`src/logic/bpred_pkg.sv`:
```
package bpred_pkg;

	typedef logic [31:0] rv32i_word;

	// global history length, also the counter table index width
	localparam int ghr_size = 10;
	localparam int table_depth = 1024;

	// btb index is pc[7:2], tag is pc[31:8]
	localparam int btb_index_bits = 6;
	localparam int btb_depth = 2 ** btb_index_bits;
	localparam int btb_tag_bits = 32 - btb_index_bits - 2;

	// 2-bit saturating counter states
	localparam logic [1:0] ctr_strong_nt = 2'b00;
	// the selector reads this as weakly local
	localparam logic [1:0] ctr_weak_nt = 2'b01;
	localparam logic [1:0] ctr_strong_t = 2'b11;

	localparam rv32i_word reset_pc = 32'h0000_0000;

endpackage

```
`src/logic/bpred_if.sv`:
```
`timescale 1ns/10ps

// one prediction record travelling down the pipe
interface pred_meta_if;
	logic valid;
	bpred_pkg::rv32i_word pc;
	logic [bpred_pkg::ghr_size-1:0] ghr;
	logic taken;
	bpred_pkg::rv32i_word target;
	// 1 = gshare was chosen
	logic sel;
	logic local_taken;
	logic gshare_taken;

	modport src (output valid, pc, ghr, taken, target, sel, local_taken, gshare_taken);
	modport dst (input valid, pc, ghr, taken, target, sel, local_taken, gshare_taken);
endinterface


```
`src/logic/prediction_pipe.sv`:
```
`timescale 1ns/10ps

module prediction_pipe (
	input logic clk,
	input logic rst_n,
	input logic load_pipeline,
	input logic stall,
	input logic redirect,
	pred_meta_if.dst in_meta,
	pred_meta_if.src ex_meta
);

	// decode stage record
	logic dec_valid;
	bpred_pkg::rv32i_word dec_pc;
	logic [bpred_pkg::ghr_size-1:0] dec_ghr;
	logic dec_taken;
	bpred_pkg::rv32i_word dec_target;
	logic dec_sel;
	logic dec_local_taken;
	logic dec_gshare_taken;

	always_ff @(posedge clk) begin
		if (!rst_n) begin
			dec_valid <= 1'b0;
			dec_pc <= bpred_pkg::reset_pc;
			ex_meta.valid <= 1'b0;
			ex_meta.pc <= bpred_pkg::reset_pc;
		end else if (load_pipeline) begin
			if (redirect) begin
				// drop both wrong-path instructions
				dec_valid <= 1'b0;
				ex_meta.valid <= 1'b0;
			end else if (stall) begin
				// decode holds, execute gets a bubble
				ex_meta.valid <= 1'b0;
			end else begin
				dec_valid <= in_meta.valid;
				dec_pc <= in_meta.pc;
				dec_ghr <= in_meta.ghr;
				dec_taken <= in_meta.taken;
				dec_target <= in_meta.target;
				dec_sel <= in_meta.sel;
				dec_local_taken <= in_meta.local_taken;
				dec_gshare_taken <= in_meta.gshare_taken;
				ex_meta.valid <= dec_valid;
				ex_meta.pc <= dec_pc;
				ex_meta.ghr <= dec_ghr;
				ex_meta.taken <= dec_taken;
				ex_meta.target <= dec_target;
				ex_meta.sel <= dec_sel;
				ex_meta.local_taken <= dec_local_taken;
				ex_meta.gshare_taken <= dec_gshare_taken;
			end
		end
	end

endmodule

```
`src/flat_wrapper.sv`:
```
// flat-port wrapper written by rule: the top's interface ports become plain ports
module prediction_pipe_flat 
  (clk, rst_n, load_pipeline, stall, redirect, in_meta_valid, in_meta_pc, in_meta_ghr, in_meta_taken, in_meta_target, in_meta_sel, in_meta_local_taken, in_meta_gshare_taken, ex_meta_valid, ex_meta_pc, ex_meta_ghr, ex_meta_taken, ex_meta_target, ex_meta_sel, ex_meta_local_taken, ex_meta_gshare_taken);
  pred_meta_if in_meta_i ();
  pred_meta_if ex_meta_i ();
  input logic clk;
  input logic rst_n;
  input logic load_pipeline;
  input logic stall;
  input logic redirect;
  input wire logic [$bits(in_meta_i.valid)-1:0] in_meta_valid;
  input wire logic [$bits(in_meta_i.pc)-1:0] in_meta_pc;
  input wire logic [$bits(in_meta_i.ghr)-1:0] in_meta_ghr;
  input wire logic [$bits(in_meta_i.taken)-1:0] in_meta_taken;
  input wire logic [$bits(in_meta_i.target)-1:0] in_meta_target;
  input wire logic [$bits(in_meta_i.sel)-1:0] in_meta_sel;
  input wire logic [$bits(in_meta_i.local_taken)-1:0] in_meta_local_taken;
  input wire logic [$bits(in_meta_i.gshare_taken)-1:0] in_meta_gshare_taken;
  output wire logic [$bits(ex_meta_i.valid)-1:0] ex_meta_valid;
  output wire logic [$bits(ex_meta_i.pc)-1:0] ex_meta_pc;
  output wire logic [$bits(ex_meta_i.ghr)-1:0] ex_meta_ghr;
  output wire logic [$bits(ex_meta_i.taken)-1:0] ex_meta_taken;
  output wire logic [$bits(ex_meta_i.target)-1:0] ex_meta_target;
  output wire logic [$bits(ex_meta_i.sel)-1:0] ex_meta_sel;
  output wire logic [$bits(ex_meta_i.local_taken)-1:0] ex_meta_local_taken;
  output wire logic [$bits(ex_meta_i.gshare_taken)-1:0] ex_meta_gshare_taken;
  assign in_meta_i.valid = in_meta_valid;
  assign in_meta_i.pc = in_meta_pc;
  assign in_meta_i.ghr = in_meta_ghr;
  assign in_meta_i.taken = in_meta_taken;
  assign in_meta_i.target = in_meta_target;
  assign in_meta_i.sel = in_meta_sel;
  assign in_meta_i.local_taken = in_meta_local_taken;
  assign in_meta_i.gshare_taken = in_meta_gshare_taken;
  assign ex_meta_valid = ex_meta_i.valid;
  assign ex_meta_pc = ex_meta_i.pc;
  assign ex_meta_ghr = ex_meta_i.ghr;
  assign ex_meta_taken = ex_meta_i.taken;
  assign ex_meta_target = ex_meta_i.target;
  assign ex_meta_sel = ex_meta_i.sel;
  assign ex_meta_local_taken = ex_meta_i.local_taken;
  assign ex_meta_gshare_taken = ex_meta_i.gshare_taken;
  prediction_pipe u_core (.clk(clk), .rst_n(rst_n), .load_pipeline(load_pipeline), .stall(stall), .redirect(redirect), .in_meta(in_meta_i), .ex_meta(ex_meta_i));
endmodule
```
`config.mk`:
```
export PLATFORM = sky130hd
export DESIGN_NAME = prediction_pipe_flat
export DESIGN_NICKNAME = d
export VERILOG_FILES = /design/src/logic/bpred_pkg.sv /design/src/logic/bpred_if.sv /design/src/logic/prediction_pipe.sv /design/src/flat_wrapper.sv
export SDC_FILE = /design/constraint.sdc
export NUM_CORES = 1
export LEC_CHECK = 0
export ABC_CLOCK_PERIOD_IN_PS = 4050
export BUFFER_PORTS_ARGS = -buffer_cell sky130_fd_sc_hd__buf_2
export CELL_PAD_IN_SITES_DETAIL_PLACEMENT = 0
export CELL_PAD_IN_SITES_GLOBAL_PLACEMENT = 1
export CORE_AREA = 2 2 124 126
export DETAILED_ROUTE_END_ITERATION = 12
export DIE_AREA = 0 0 126 128
export GPL_ROUTABILITY_DRIVEN = 0
export PLACE_DENSITY = 0.84
export REMOVE_ABC_BUFFERS = 1
export SLEW_MARGIN = 25
export SYNTH_ARGS = -nofsm -noshare
export SYNTH_HDL_FRONTEND = slang
export SYNTH_SLANG_ARGS = --single-unit
```
`constraint.sdc`:
```
create_clock -name clk -period 4.05 [get_ports clk]
set_input_delay 0.81 -clock clk [delete_from_list [all_inputs] [get_ports clk]]
set_output_delay 0.81 -clock clk [all_outputs]
set_load 0.03 [all_outputs]
```
==> impl_metrics.tcl <==
set metrics [dict create \
    drv_slew 0 \
    clockBufferDepth 2 \
    netlist_top_cells_area "edfxtp_1, dfxtp_1, nand3_1" \
    cts_tree "done" \
    critical-path-slowest-cell "and2_4" \
    place_ws_ps 1470 \
    hpwl_um 6740 \
    synth_cell_types 17 \
    ff2ff_setup_slack_ps 3290 \
    required_ps 4150 \
    track_usage_pct 12.7 \
    power_switching_mw 0.722 \
    vias 3426 \
    postCtsHoldBufs 0 \
    rsz0062_at_grt "no" \
    crit_buf_inv 2 \
    synth_top_area_share_pct 53.3 \
    grt-ovfl-total 0 \
    final_util_pct 44.8 \
    path_class "input pin to flop" \
    hold_viol 0 \
    async_flop_share_pct 0 \
    core_region_area_um2 14900 \
    intPower_mw 2.56 \
    crit_chain "buf_4 > and2_4 > buf_12" \
    ir_drop_v 0.000284 \
    yosysTopAreaCell "edfxtp_1" \
    syn_area_per_cell_um2 13.3 \
    die-area_um2 16100 \
    ioPinCount 163 \
    clk_pin_slew_worst_paths_ps 60 \
    outcome "completed" \
    drive_above_1_share_pct 35.6 \
    end_kind "flop" \
    swShare_pct 22.0 \
    synth_most_common_cell "edfxtp_1" \
    firstDrtPassIters 5 \
    drtIter0Drc 261 \
    ys_seq_area_share_pct 78.8 \
    io_buffers 162 \
    worstPathArrival_ps 2140 \
    numCtsBuffers 17 \
    p_seq_share_pct 53.0 \
    fin_crit_sh_pct 50.4 \
    clock_skew_ps 7.47 \
    clock_power_share_pct 43.7 \
    yosysWarningCount 0 \
    setup_viol 0 \
    synthCells 389 \
    worst-path-max-fanout 50 \
    cap_violations 0 \
    cts_root_buffer "clkbuf_16" \
    cpPeakStageDelay_ps 600 \
    htreeDepth 4 \
    leakagePower_nw 2.54 \
    power_per_cell_area_nw_per_um2 492 \
    clock_latency_ps 410 \
    n_fill_cell 1377 \
    ant_nets 0 \
    grt_pass1_vias 3102 \
    wirelength_um 10200 \
    fin_ws_ps 2010 \
    final_nets 628 \
    start_kind "input pin" \
    cts_resized 0 \
    grt_pass1_wl_um 15700 \
    power_frac_comb_pct 3.3 \
    antenna_found_initial 0 \
    postCtsSetupBuffers 0 \
    drc 0 \
    via_per_inst 4.60 \
    synth_area_um2 5180 \
    maxSlewHeadroom_pct 47.2 \
    fp.dieH_um 128 \
    start_util_pct 34.9 \
    fp-row-count 45 \
    critical_path.top_delay_family "buffers and inverters" \
    ys_ff_latch 158 \
    syn_to_final_growth_pct 28.5 \
    fmax_ghz 0.490 \
    synth_ff_type "edfxtp_1" \
    tightest_slew_ps 792 \
    hp-class "flop to flop" \
    clock_sinks 158 \
    grt_max_degree 130 \
    post_drt_wl_per_cell_um 13.7 \
    dieWidth_um 126 \
    min_period_ps 2040 \
    synth_edf_count 92 \
    synthTopCellsByCount "edfxtp_1, dfxtp_1, nand2_1" \
]
-- layout make-up --
class / instances / area [µm²] / area share (%)
timing repair buffer: 165 / 852 / 12.8
tap: 188 / 235 / 3.53
multi-input combinational: 201 / 951 / 14.3
inverter: 1 / 3.75 / 0.0563
clock buffer: 17 / 425 / 6.38
clock inverter: 14 / 111 / 1.67
sequential: 158 / 4080 / 61.3
antenna: 1 / 2.50 / 0.0375
-- placed cells by master (no fill, tap or decap) --
cell | synthesis | routed
a21oi_1 | 1 | 1
a31o_2 | 1 | 1
and2_1 | 2 | 1
and2_4 | 0 | 1
buf_12 | 0 | 1
buf_2 | 8 | 161
buf_4 | 8 | 2
buf_6 | 0 | 1
clkbuf_16 | 0 | 17
clkinv_1 | 0 | 1
clkinv_2 | 0 | 2
clkinv_4 | 0 | 3
clkinvlp_4 | 0 | 3
dfxtp_1 | 66 | 66
diode_2 | 0 | 1
edfxtp_1 | 92 | 92
inv_1 | 1 | 1
inv_6 | 0 | 3
inv_8 | 0 | 2
nand2_1 | 66 | 66
nand2b_1 | 1 | 1
nand3_1 | 64 | 64
nor3b_4 | 1 | 1
o21ai_0 | 54 | 54
o21ai_1 | 10 | 10
o32ai_1 | 1 | 1
-- power by group through the flow --
stage	Clock, mW	Sequential, mW	Combinational (mW)
after detailed placement	0	1.77	0.110
final	1.43	1.74	0.110
after global placement	0	1.77	0.106
after global routing	1.55	1.74	0.122
after CTS	1.47	1.74	0.111
after floorplan	0	1.78	0.0271
-- per-stage QoR --
step	std cells	power [mW]	cell area (µm²)	TNS, ps	hold slack [ps]
2_1_floorplan	360	1.81	5040	-156950	400
3_3_place_gp	713	1.88	6120	0	401
3_5_place_dp	713	1.88	6120	0	405
4_1_cts	744	3.32	6660	0	415
5_1_grt	744	3.41	6660	0	419
6_report	745	3.28	6670	0	416
-- per-layer routing --
layer  part of all wire [%]  vias up  global-route usage [%]
met3                    9.7       13                    4.97
met5                      0        -                       0
met1                     46     1571                    16.7
li1                       -     1699                       -
met2                     42      143                    18.3
met4                    1.9        0                    6.40
-- flip-flops by register name, indices dropped and copies added, names as in the netlist --
name / count
u_core.dec_pc: 32
u_core.dec_gshare_taken: 1
u_core.dec_local_taken: 1
u_core.dec_valid: 1
u_core.ex_meta.local_taken: 1
u_core.dec_sel: 1
u_core.ex_meta.target: 32
u_core.ex_meta.pc: 32
u_core.ex_meta.gshare_taken: 1
u_core.dec_target: 32
u_core.dec_taken: 1
u_core.ex_meta.ghr: 10
u_core.ex_meta.taken: 1
u_core.ex_meta.valid: 1
u_core.dec_ghr: 10
u_core.ex_meta.sel: 1
-- cell families (layout without fill, tap and decap cells) --
logic type | count (synthesis) | after routing | share of synthesized area (%)
flip-flops | 158 | 158 | 78.8
AND/OR/NAND/NOR | 134 | 134 | 11.7
AO/OA/AOI/OAI | 67 | 67 | 6.61
buffers and inverters | 30 | 197 | 2.94
other | 0 | 1 | 0
-- final timing paths --
kind | startpoint | endpoint | cells past startpoint
min | u_core.dec_target[6] | u_core.ex_meta.target[6] | 0
max | rst_n | u_core.ex_meta.ghr[5] | 3
max reg2reg | u_core.dec_valid | u_core.ex_meta.valid | 3
min reg2reg | u_core.dec_target[6] | u_core.ex_meta.target[6] | 0
Power figures use the tool's default switching activity.
