### src/logic/bpred_pkg.sv
package bpred_pkg;

	typedef logic [31:0] rv32i_word;

	// global history length, also the counter table index width
	localparam int ghr_size = 10;
	localparam int table_depth = 1024;

	// btb index is pc[7:2], tag is pc[31:8]
	localparam int btb_index_bits = 6;
	localparam int btb_depth = 2 ** btb_index_bits;
	localparam int btb_tag_bits = 32 - btb_index_bits - 2;

	// 2-bit saturating counter states
	localparam logic [1:0] ctr_strong_nt = 2'b00;
	// the selector reads this as weakly local
	localparam logic [1:0] ctr_weak_nt = 2'b01;
	localparam logic [1:0] ctr_strong_t = 2'b11;

	localparam rv32i_word reset_pc = 32'h0000_0000;

endpackage

### src/logic/bpred_if.sv
`timescale 1ns/10ps

// one prediction record travelling down the pipe
interface pred_meta_if;
	logic valid;
	bpred_pkg::rv32i_word pc;
	logic [bpred_pkg::ghr_size-1:0] ghr;
	logic taken;
	bpred_pkg::rv32i_word target;
	// 1 = gshare was chosen
	logic sel;
	logic local_taken;
	logic gshare_taken;

	modport src (output valid, pc, ghr, taken, target, sel, local_taken, gshare_taken);
	modport dst (input valid, pc, ghr, taken, target, sel, local_taken, gshare_taken);
endinterface

// training request from execute back to fetch
interface pred_update_if;
	logic update;
	bpred_pkg::rv32i_word pc;
	logic [bpred_pkg::ghr_size-1:0] ghr;
	logic outcome;
	bpred_pkg::rv32i_word target;
	logic train_sel;
	logic gshare_right;

	modport src (output update, pc, ghr, outcome, target, train_sel, gshare_right);
	modport dst (input update, pc, ghr, outcome, target, train_sel, gshare_right);
endinterface

### src/logic/branch_resolver.sv
`timescale 1ns/10ps

module branch_resolver (
	pred_meta_if.dst ex_meta,
	input logic ex_br,
	input logic ex_taken,
	input bpred_pkg::rv32i_word ex_target,
	output logic redirect,
	output bpred_pkg::rv32i_word redirect_pc,
	pred_update_if.src upd
);

	logic resolve;
	logic dir_wrong;
	logic target_wrong;

	// a real branch sitting in execute
	assign resolve = ex_meta.valid && ex_br;

	assign dir_wrong = ex_meta.taken != ex_taken;
	assign target_wrong = ex_meta.taken && ex_taken && (ex_meta.target != ex_target);

	assign redirect = resolve && (dir_wrong || target_wrong);
	assign redirect_pc = ex_taken ? ex_target : ex_meta.pc + 32'd4;

	assign upd.update = resolve;
	assign upd.pc = ex_meta.pc;
	assign upd.ghr = ex_meta.ghr;
	assign upd.outcome = ex_taken;
	assign upd.target = ex_target;

	// selector only learns when the two tables disagreed
	assign upd.train_sel = ex_meta.local_taken != ex_meta.gshare_taken;
	assign upd.gshare_right = ex_meta.gshare_taken == ex_taken;

endmodule

### src/flat_wrapper.sv
// flat-port wrapper written by rule: the top's interface ports become plain ports
module branch_resolver_flat 
  (ex_br, ex_taken, ex_target, redirect, redirect_pc, ex_meta_valid, ex_meta_pc, ex_meta_ghr, ex_meta_taken, ex_meta_target, ex_meta_sel, ex_meta_local_taken, ex_meta_gshare_taken, upd_update, upd_pc, upd_ghr, upd_outcome, upd_target, upd_train_sel, upd_gshare_right);
  pred_meta_if ex_meta_i ();
  pred_update_if upd_i ();
  input logic ex_br;
  input logic ex_taken;
  input bpred_pkg::rv32i_word ex_target;
  output logic redirect;
  output bpred_pkg::rv32i_word redirect_pc;
  input wire logic [$bits(ex_meta_i.valid)-1:0] ex_meta_valid;
  input wire logic [$bits(ex_meta_i.pc)-1:0] ex_meta_pc;
  input wire logic [$bits(ex_meta_i.ghr)-1:0] ex_meta_ghr;
  input wire logic [$bits(ex_meta_i.taken)-1:0] ex_meta_taken;
  input wire logic [$bits(ex_meta_i.target)-1:0] ex_meta_target;
  input wire logic [$bits(ex_meta_i.sel)-1:0] ex_meta_sel;
  input wire logic [$bits(ex_meta_i.local_taken)-1:0] ex_meta_local_taken;
  input wire logic [$bits(ex_meta_i.gshare_taken)-1:0] ex_meta_gshare_taken;
  output wire logic [$bits(upd_i.update)-1:0] upd_update;
  output wire logic [$bits(upd_i.pc)-1:0] upd_pc;
  output wire logic [$bits(upd_i.ghr)-1:0] upd_ghr;
  output wire logic [$bits(upd_i.outcome)-1:0] upd_outcome;
  output wire logic [$bits(upd_i.target)-1:0] upd_target;
  output wire logic [$bits(upd_i.train_sel)-1:0] upd_train_sel;
  output wire logic [$bits(upd_i.gshare_right)-1:0] upd_gshare_right;
  assign ex_meta_i.valid = ex_meta_valid;
  assign ex_meta_i.pc = ex_meta_pc;
  assign ex_meta_i.ghr = ex_meta_ghr;
  assign ex_meta_i.taken = ex_meta_taken;
  assign ex_meta_i.target = ex_meta_target;
  assign ex_meta_i.sel = ex_meta_sel;
  assign ex_meta_i.local_taken = ex_meta_local_taken;
  assign ex_meta_i.gshare_taken = ex_meta_gshare_taken;
  assign upd_update = upd_i.update;
  assign upd_pc = upd_i.pc;
  assign upd_ghr = upd_i.ghr;
  assign upd_outcome = upd_i.outcome;
  assign upd_target = upd_i.target;
  assign upd_train_sel = upd_i.train_sel;
  assign upd_gshare_right = upd_i.gshare_right;
  branch_resolver u_core (.ex_meta(ex_meta_i), .ex_br(ex_br), .ex_taken(ex_taken), .ex_target(ex_target), .redirect(redirect), .redirect_pc(redirect_pc), .upd(upd_i));
endmodule
### config.mk
export PLATFORM = sky130hd
export DESIGN_NAME = branch_resolver_flat
export DESIGN_NICKNAME = d
export VERILOG_FILES = /design/src/logic/bpred_pkg.sv /design/src/logic/bpred_if.sv /design/src/logic/branch_resolver.sv /design/src/flat_wrapper.sv
export SDC_FILE = /design/constraint.sdc
export NUM_CORES = 1
export LEC_CHECK = 0
export ABC_AREA = 1
export BUFFER_PORTS_ARGS = -buffer_cell sky130_fd_sc_hd__buf_2
export CORE_AREA = 2 2 87 89
export DETAILED_ROUTE_END_ITERATION = 10
export DIE_AREA = 0 0 89 91
export PLACE_DENSITY = 0.73
export SLEW_MARGIN = 40
export SYNTH_ARGS = -nofsm -noshare
export SYNTH_HDL_FRONTEND = slang
export SYNTH_SLANG_ARGS = --single-unit
### constraint.sdc
create_clock -name vclk -period 1.7
set_clock_uncertainty 0.1 [all_clocks]
set_input_delay 0.34 -clock vclk [all_inputs]
set_output_delay 0.34 -clock vclk [all_outputs]
set_load 0.05 [all_outputs]
==> run_results.csv, run 1 <==
group,metric,value,unit
power_and_ir_drop,seq_power_share,0,
worst_setup_path,critPathArrivalTime,1.65,ns
final_layout,regArea,0,um2
die,core_area,7137,um2
timing,period_share,1.229,
power_and_ir_drop,power_density,350.8,nW/um2
synth,syn_area,2216,um2
final_layout,fin_nets,720,
final_layout,n_clock_buffer,0,
timing,rsz0062_at_grt,"yes",
synth,yosys_warnings,0,
timing,hold-worst-slack,0.5800,ns
flow_run,drv_cap,0,
worst_setup_path,worstPathRequired,1.26,ns
final_layout,stdcell_area,4677,um2
power_and_ir_drop,switching_share,0.6187,
synth,ys_seq_area_frac,0,
die,rows,31,
drt,routed_wl,9594,um
drt,drt_iter0_markers,110,
place,dpl_cell_area,3712,um2
timing,tightest_slew,0.3678,ns
grt,grt_pass1_wl,13340,um
grt,grt.busiest_layer,"met2",
place,place.gp.congestion,0.9176,
timing,final.min_clock_period,2.088,ns
die,die_area,8099,um2
min_path,hold_path_class,"primary input to primary output",
synth,yosysMostFrequentCell,"nand2_1",
worst_setup_path,path_max_fanout,4,
power_and_ir_drop,clkPwrFrac,0,
grt,grtUsageTotal,0.2029,
final_layout,layout-drive-gt1-share,0.6965,
grt,grt_pass1_vias,2939,
place,port_buffers,203,
grt,grt_max_degree,31,
synth,netlist_instances,395,
worst_setup_path,crit_path_end_kind,"primary output",
grt,met2_usage,0.3961,
run_status,violations,"negative setup slack",
power_and_ir_drop,ir_drop,0.0001773,V
worst_setup_path,critPathLaunchType,"primary input",
die,dieWidth,89,um
grt,overflow,0,
synth,synth_area_leader_cell,"buf_4",
grt,use_met3,0.02000,
grt,met1_usage,0.2270,
drt,drc,0,
synth,avgSynthCellArea,5.610,um2
timing,slew_headroom,0.7529,
run_status,status,"finished with violations",
synth,synthTopCellsByCount,"nand2_1 (128), buf_4 (75), inv_1 (31)",
worst_setup_path,path_class,"primary input to primary output",
synth,syn-num-nets,510,
place,dp_hpwl,7291,um
drt,vias,3129,
drt,antenna_left,0,
drt,viasPerCell,4.457,
power_and_ir_drop,p_int,0.0006256,W
timing,fin_ws,-0.3885,ns
die,die_h,91,um
final_layout,syn_to_final_growth,111.1,%
clock_network,holdBufCountCts,0,
timing,setup_tns,-5.790,ns
synth,ys_types,30,
grt,antenna_found_initial,0,
synth,synth_top_area_share,0.2541,
timing,setup_viol,24,
drt,post_drt_wl_per_cell,13.67,um
timing,slew_viol_final,0,
die,start_util,0.3105,
power_and_ir_drop,combPwrFrac,1.000,
power_and_ir_drop,p_leak,2.431,nW
final_layout,nFlopsAndLatches,0,
synth,synth_area_leaders,"buf_4 (25%), nand2_1 (22%), xnor2_1 (11%), xor2_1 (7.1%), inv_1 (5.3%)",
drt,dr.pass1.iters,4,
final_layout,diodes,0,
timing,fmax,478.8,MHz
power_and_ir_drop,p_switching,0.001015,W
die,io_pins,224,
timing,hold_viol_final,0,
critical path, stage by stage:
cell     delay [ns]
buf_8          0.09
ha_4           0.12
nand3_2        0.07
inv_2          0.09
nand2_4        0.07
inv_4          0.08
nand2_8        0.08
nor2_4         0.13
buf_4          0.13
xor2_1         0.14
nand2_1        0.11
nand2_4        0.07
buf_8          0.14
layout make-up:
class,instances,area [um2]
multi-input cells,275,2227
repair buffers,289,2162
inverters,39,163.9
fillers,559,2460
well taps,99,123.9
cell families (layout without fill, tap and decap cells):
group | Yosys count | after routing | share of synthesized area
AO/OA/AOI/OAI | 31 | 31 | 0.07397
XOR/XNOR | 47 | 47 | 0.1858
adder cells (fa/ha/maj) | 2 | 2 | 0.01129
buffers and inverters | 120 | 328 | 0.3320
AND/OR/NAND/NOR | 195 | 195 | 0.3969
worst paths after layout:
check	start	to	slack (ns)	cells after the start
min	ex_meta_ghr[0]	upd_ghr[0]	0.58	0
max	ex_meta_pc[3]	redirect_pc[16]	-0.39	13
through the flow:
stage	util	setup WS (ns)	std cells	total power [W]
after floorplan	-	-0.2938	395	0.001042
after global placement	0.5202	-0.4517	691	0.001358
after detailed placement	0.5202	-0.4939	691	0.001376
after CTS	0.6099	-0.3206	700	0.001546
after global routing	0.6553	-0.4977	702	0.001714
final	0.6553	-0.3885	702	0.001641
repair_timing:
item                                    CTS  global route
endpoints found under the hold margin     0             0
gates resized for setup                 154            70
pin swaps                                51            50
buffers inserted                          9             4
endpoints found under the setup margin   30            29
cell usage in the layout (no fill, tap or decap), types with 5 or more instances in the layout:
cell,synthesis,layout
buf_12,0,6
buf_2,2,144
buf_4,75,83
buf_6,0,38
buf_8,0,18
inv_1,31,27
inv_2,7,7
nand2_1,128,99
nand2_2,9,23
nand2_4,2,14
nor2_1,29,18
nor2_2,4,8
nor2_4,5,12
o21ai_1,9,5
o21ai_2,0,6
o21ai_4,0,12
xnor2_1,29,15
xnor2_2,0,13
xor2_1,18,5
xor2_2,0,8
xor2_4,0,5
power by group through the flow:
stage	sequential, W	clock [W]	combinational (W)
floorplan	0	0	0.00104
global placement	0	0	0.00136
detailed placement	0	0	0.00138
CTS	0	0	0.00155
global route	0	0	0.00171
finish	0	0	0.00164
per-layer routing:
metal	up-vias	wire (um)
li1	1542	-
met1	1419	3537
met2	140	5144
met3	28	601
met4	0	310
met5	-	0
No activity file was read; power rests on OpenSTA's default activity.
==> run 2, diff against run 1 <==
Settings changed: TNS_END_PERCENT set to 10.
==> run 2 against run 1 <==
Net effect:
- final cell count grew 0.43%
- highest routed layer unchanged
- largest power group unchanged
- global-route usage shrank 1.5 points
- combinational power shrank 13%
- fmax grew 3.3%
- non-clock buffer count grew 3
- the flow still finishes with violations (negative setup slack)
- utilization shrank 11 points
- sequential share of layout area is the same
- worst setup slack gained 0.067 ns
- largest cell class is now buffers
==> run_results.csv, run 2 (synthesis results as in run 1) <==
group,metric,value,unit
run_status,status,"finished with violations",
run_status,violations,"negative setup slack",
die,io_pins,224,
min_path,hold_path_class,"primary input to primary output",
worst_setup_path,crit_path_end_kind,"primary output",
final_layout,fin_cells,705,
worst_setup_path,slowest_delay,0.25,ns
worst_setup_path,critical_path_depth,10,
worst_setup_path,critPathArrivalTime,1.58,ns
place,port_buffers,203,
final_layout,nFlopsAndLatches,0,
worst_setup_path,critPathSlowestCell,"nor3_4",
timing,fmax,494.7,MHz
drt,dr.pass1.iters,4,
final_layout,n_clock_buffer,0,
grt,grt_pass1_vias,2921,
min_path,holdPathStages,0,
power_and_ir_drop,p_leak,2.195,nW
drt,viasPerCell,4.352,
grt,use_met3,0.01364,
timing,final.min_clock_period,2.022,ns
grt,overflow,0,
timing,setup_tns,-5.847,ns
die,core_area,7137,um2
final_layout,regArea,0,um2
final_layout,final_cell_mix,"buf_2 (165), nand2_1 (120), buf_4 (94)",
worst_setup_path,cp_cell_sequence,"buf_2, nand2_4, nor3_4, nand2_2, nor2_1, nand2_1, xnor2_1, nand2_1, nand2_1, buf_6",
place,dpl_cell_area,3507,um2
die,die_area,8099,um2
power_and_ir_drop,combPwrFrac,1.000,
timing,fin_ws,-0.3215,ns
power_and_ir_drop,total_power,0.001427,W
grt,grt_max_degree,24,
power_and_ir_drop,switching_share,0.6459,
place,dp_hpwl,7214,um
grt,grt.busiest_layer,"met2",
timing,period_share,1.189,
final_layout,fin_nets,723,
drt,drc,0,
worst_setup_path,cp_top_family,"simple AND/OR/NAND/NOR gates",
die,rows,31,
final_layout,syn_to_final_growth,76.68,%
worst_setup_path,critPathBufInv,2,
grt,grt_pass1_wl,12460,um
final_layout,stdcell_area,3915,um2
worst_setup_path,critPathLaunchType,"primary input",
worst_setup_path,worstPathRequired,1.26,ns
grt,grtUsageTotal,0.1877,
timing,tightest_slew,0.3153,ns
drt,antenna_left,0,
power_and_ir_drop,ir_drop,0.0001836,V
drt,routed_wl,8578,um
worst_setup_path,path_common_cell,"nand2_1",
timing,hold_viol_final,0,
clock_network,holdBufCountCts,0,
power_and_ir_drop,p_int,0.0005051,W
power_and_ir_drop,power_density,364.4,nW/um2
grt,antenna_found_initial,0,
worst_setup_path,path_max_fanout,4,
timing,slew_headroom,0.7898,
timing,setup_viol,27,
drt,drt_iter0_markers,46,
timing,slew_viol_final,0,
die,dieWidth,89,um
final_layout,final_common_cell,"buf_2",
power_and_ir_drop,p_switching,0.0009215,W
die,start_util,0.3105,
flow_run,drv_cap,0,
drt,post_drt_wl_per_cell,12.17,um
power_and_ir_drop,seq_power_share,0,
final_layout,diodes,0,
grt,met1_usage,0.2047,
die,die_h,91,um
place,place.gp.congestion,0.8682,
place,dp.cells,698,
grt,met2_usage,0.3837,
final_layout,layout-drive-gt1-share,0.6106,
timing,rsz0062_at_grt,"yes",
worst_setup_path,path_class,"primary input to primary output",
final_layout,final_core_util,0.5486,
drt,vias,3068,
power_and_ir_drop,clkPwrFrac,0,
-- run 2: cell types whose count changed in the layout (fill, tap and decap cells not counted), sizes merged --
cell / before / now
clkbuf: 0 / 2
buf: 289 / 290
-- run 2: worst paths after layout --
check	start	end	slack, ns
worst max-delay path	ex_meta_pc[17]	redirect_pc[30]	-0.32
worst min-delay path	ex_meta_ghr[5]	upd_ghr[5]	0.58
-- run 2: timing repair --
action | CTS | global route
resized for setup | 71 | 37
hold endpoints to repair | 0 | 0
setup buffers | 2 | 5
pin swaps | 15 | 25
endpoints found under the setup margin | 30 | 32
-- run 2: cell type report --
class / instances / area [um2]
fillers: 703 / 3222
inverters: 39 / 153.9
multi-input cells: 275 / 1725
well taps: 99 / 123.9
repair buffers: 292 / 1912
-- run 2: power by group through the flow --
| stage | logic (W) | clock network [W] | registers [W] |
|---|---|---|---|
| 2_1_floorplan | 0.000986 | 0 | 0 |
| 3_3_place_gp | 0.00129 | 0 | 0 |
| 3_5_place_dp | 0.00131 | 0 | 0 |
| 4_1_cts | 0.00140 | 0 | 0 |
| 5_1_grt | 0.00151 | 0 | 0 |
| 6_report | 0.00143 | 0 | 0 |
-- run 2: metrics by stage --
| stage | hold WS, ns | setup slack, ns |
|---|---|---|
| detailed placement | 0.5804 | -0.5091 |
| global placement | 0.5804 | -0.4842 |
| finish | 0.5800 | -0.3215 |
| global route | 0.5801 | -0.4160 |
| CTS | 0.5804 | -0.3999 |
| floorplan | 0.7471 | -0.3008 |
-- run 2: layer usage --
layer | routed length, um | share of wire
met1 | 3289 | 0.38
met2 | 4677 | 0.55
met3 | 535 | 0.062
met4 | 76 | 0.0089
met5 | 0 | 0
==> run 3, diff against run 2 <==
Clock period 1.7 ns to 1.67 ns, I/O delays scaled along.
==> run 3 against run 2 <==
Net effect:
- the flow still finishes with violations (negative setup slack)
- first-iteration DRC count is 4.3% lower
- final area rose by 0.32%
- total power grew 2.6%
- utilization is 0.18 points higher
- critical path type unchanged
- largest cell class unchanged
- highest routed layer unchanged
==> run_results.csv, run 3 (synthesis results as in run 1) <==
group,metric,value,unit
timing,hold_viol_final,0,
clock_network,holdBufCountCts,0,
worst_setup_path,path_class,"primary input to primary output",
timing,fmax,499.0,MHz
drt,dr.pass1.iters,4,
timing,period_share,1.200,
timing,rsz0062_at_grt,"yes",
place,dp_hpwl,7150,um
grt,grt_pass1_vias,2829,
min_path,holdPathStages,0,
place,port_buffers,203,
final_layout,regArea,0,um2
final_layout,final_core_util,0.5503,
worst_setup_path,worstPathRequired,1.24,ns
final_layout,fin_cells,696,
die,die_h,91,um
worst_setup_path,critPathLaunchType,"primary input",
min_path,min_from,"ex_meta_ghr[5]",
min_path,hold_path_class,"primary input to primary output",
drt,viasPerCell,4.292,
timing,slew_headroom,0.8363,
run_status,violations,"negative setup slack",
final_layout,fin_nets,714,
final_layout,n_clock_buffer,0,
flow_run,drv_cap,0,
final_layout,diodes,0,
final_layout,syn_to_final_growth,77.24,%
die,rows,31,
place,place.gp.congestion,0.8262,
final_layout,layout-drive-gt1-share,0.6114,
timing,hold-worst-slack,0.5680,ns
power_and_ir_drop,power_density,372.7,nW/um2
timing,setup_viol,25,
die,start_util,0.3105,
drt,vias,2987,
die,core_area,7137,um2
run_status,status,"finished with violations",
grt,grtUsageTotal,0.1826,
drt,routed_wl,8339,um
drt,antenna_left,0,
timing,tightest_slew,0.2447,ns
drt,post_drt_wl_per_cell,11.98,um
final_layout,final_cell_mix,"buf_2 (165), nand2_1 (119), buf_4 (84)",
final_layout,final_common_cell,"buf_2",
worst_setup_path,crit_path_end_kind,"primary output",
power_and_ir_drop,p_leak,2.209,nW
grt,grt_max_degree,28,
final_layout,nFlopsAndLatches,0,
grt,antenna_found_initial,0,
drt,drc,0,
worst_setup_path,critPathArrivalTime,1.57,ns
power_and_ir_drop,total_power,0.001464,W
grt,overflow,0,
grt,grt_pass1_wl,12120,um
timing,slew_viol_final,0,
worst_setup_path,path_max_fanout,4,
timing,setup_tns,-5.993,ns
drt,drt_iter0_markers,44,
die,io_pins,224,
place,dp.cells,691,
timing,fin_ws,-0.3340,ns
timing,final.min_clock_period,2.004,ns
die,die_area,8099,um2
power_and_ir_drop,ir_drop,0.0001996,V
min_path,holdPathEnd,"upd_ghr[5]",
die,dieWidth,89,um
-- run 3: cell count changes in the layout (fill, tap and decap cells not counted), sizes merged --
cell,before,now
buf,290,283
clkbuf,2,0
-- run 3: layout make-up --
type               count  area [um2]
multi-input cells    275        1777
fillers              693        3209
repair buffers       283        1873
well taps             99       123.9
inverters             39       153.9
-- run 3: report_power, final --
part	internal, W	total [W]	leakage (nW)	switching, W
clock network	0	0	0	0
registers	0	0	0	0
logic	0.000520	0.00146	2.21	0.000944
-- run 3: how the worst max path moves through the flow --
stage | startpoint | end | cells past startpoint
after global routing | ex_meta_pc[2] | redirect_pc[26] | 13
final | ex_meta_pc[2] | redirect_pc[22] | 12
after detailed placement | ex_meta_pc[2] | redirect_pc[24] | 13
after CTS | ex_meta_pc[3] | redirect_pc[24] | 13
after global placement | ex_meta_pc[2] | redirect_pc[24] | 13
after floorplan | ex_taken | redirect_pc[0] | 2
-- run 3: routing by layer --
metal	wire length (um)	GRT usage	vias to the layer above
met3	614	0.02273	14
met5	0	0	-
li1	-	-	1534
met1	3131	0.1954	1307
met4	137	0.02985	0
met2	4455	0.3700	132
-- run 3: repair_timing --
item | 4_1_cts | 5_1_grt
resized for setup | 69 | 47
pin swaps | 10 | 29
setup buffers | 1 | 4
endpoints found under the setup margin | 29 | 31
-- run 3: metrics by stage --
stage | worst slack (ns) | area, um2
2_1_floorplan | -0.3118 | 2340
3_3_place_gp | -0.4770 | 3492
3_5_place_dp | -0.5128 | 3492
4_1_cts | -0.3973 | 3734
5_1_grt | -0.4637 | 3928
6_report | -0.3340 | 3928
-- run 3: critical path: stages --
cell and delay, ns:
buf_8 0.10, ha_4 0.16, nand3_4 0.07, inv_4 0.05, nand2_4 0.07, inv_2 0.05
nand2_4 0.10, nor2_4 0.06, buf_4 0.13, xnor2_2 0.14, o21ai_2 0.13, buf_6 0.17
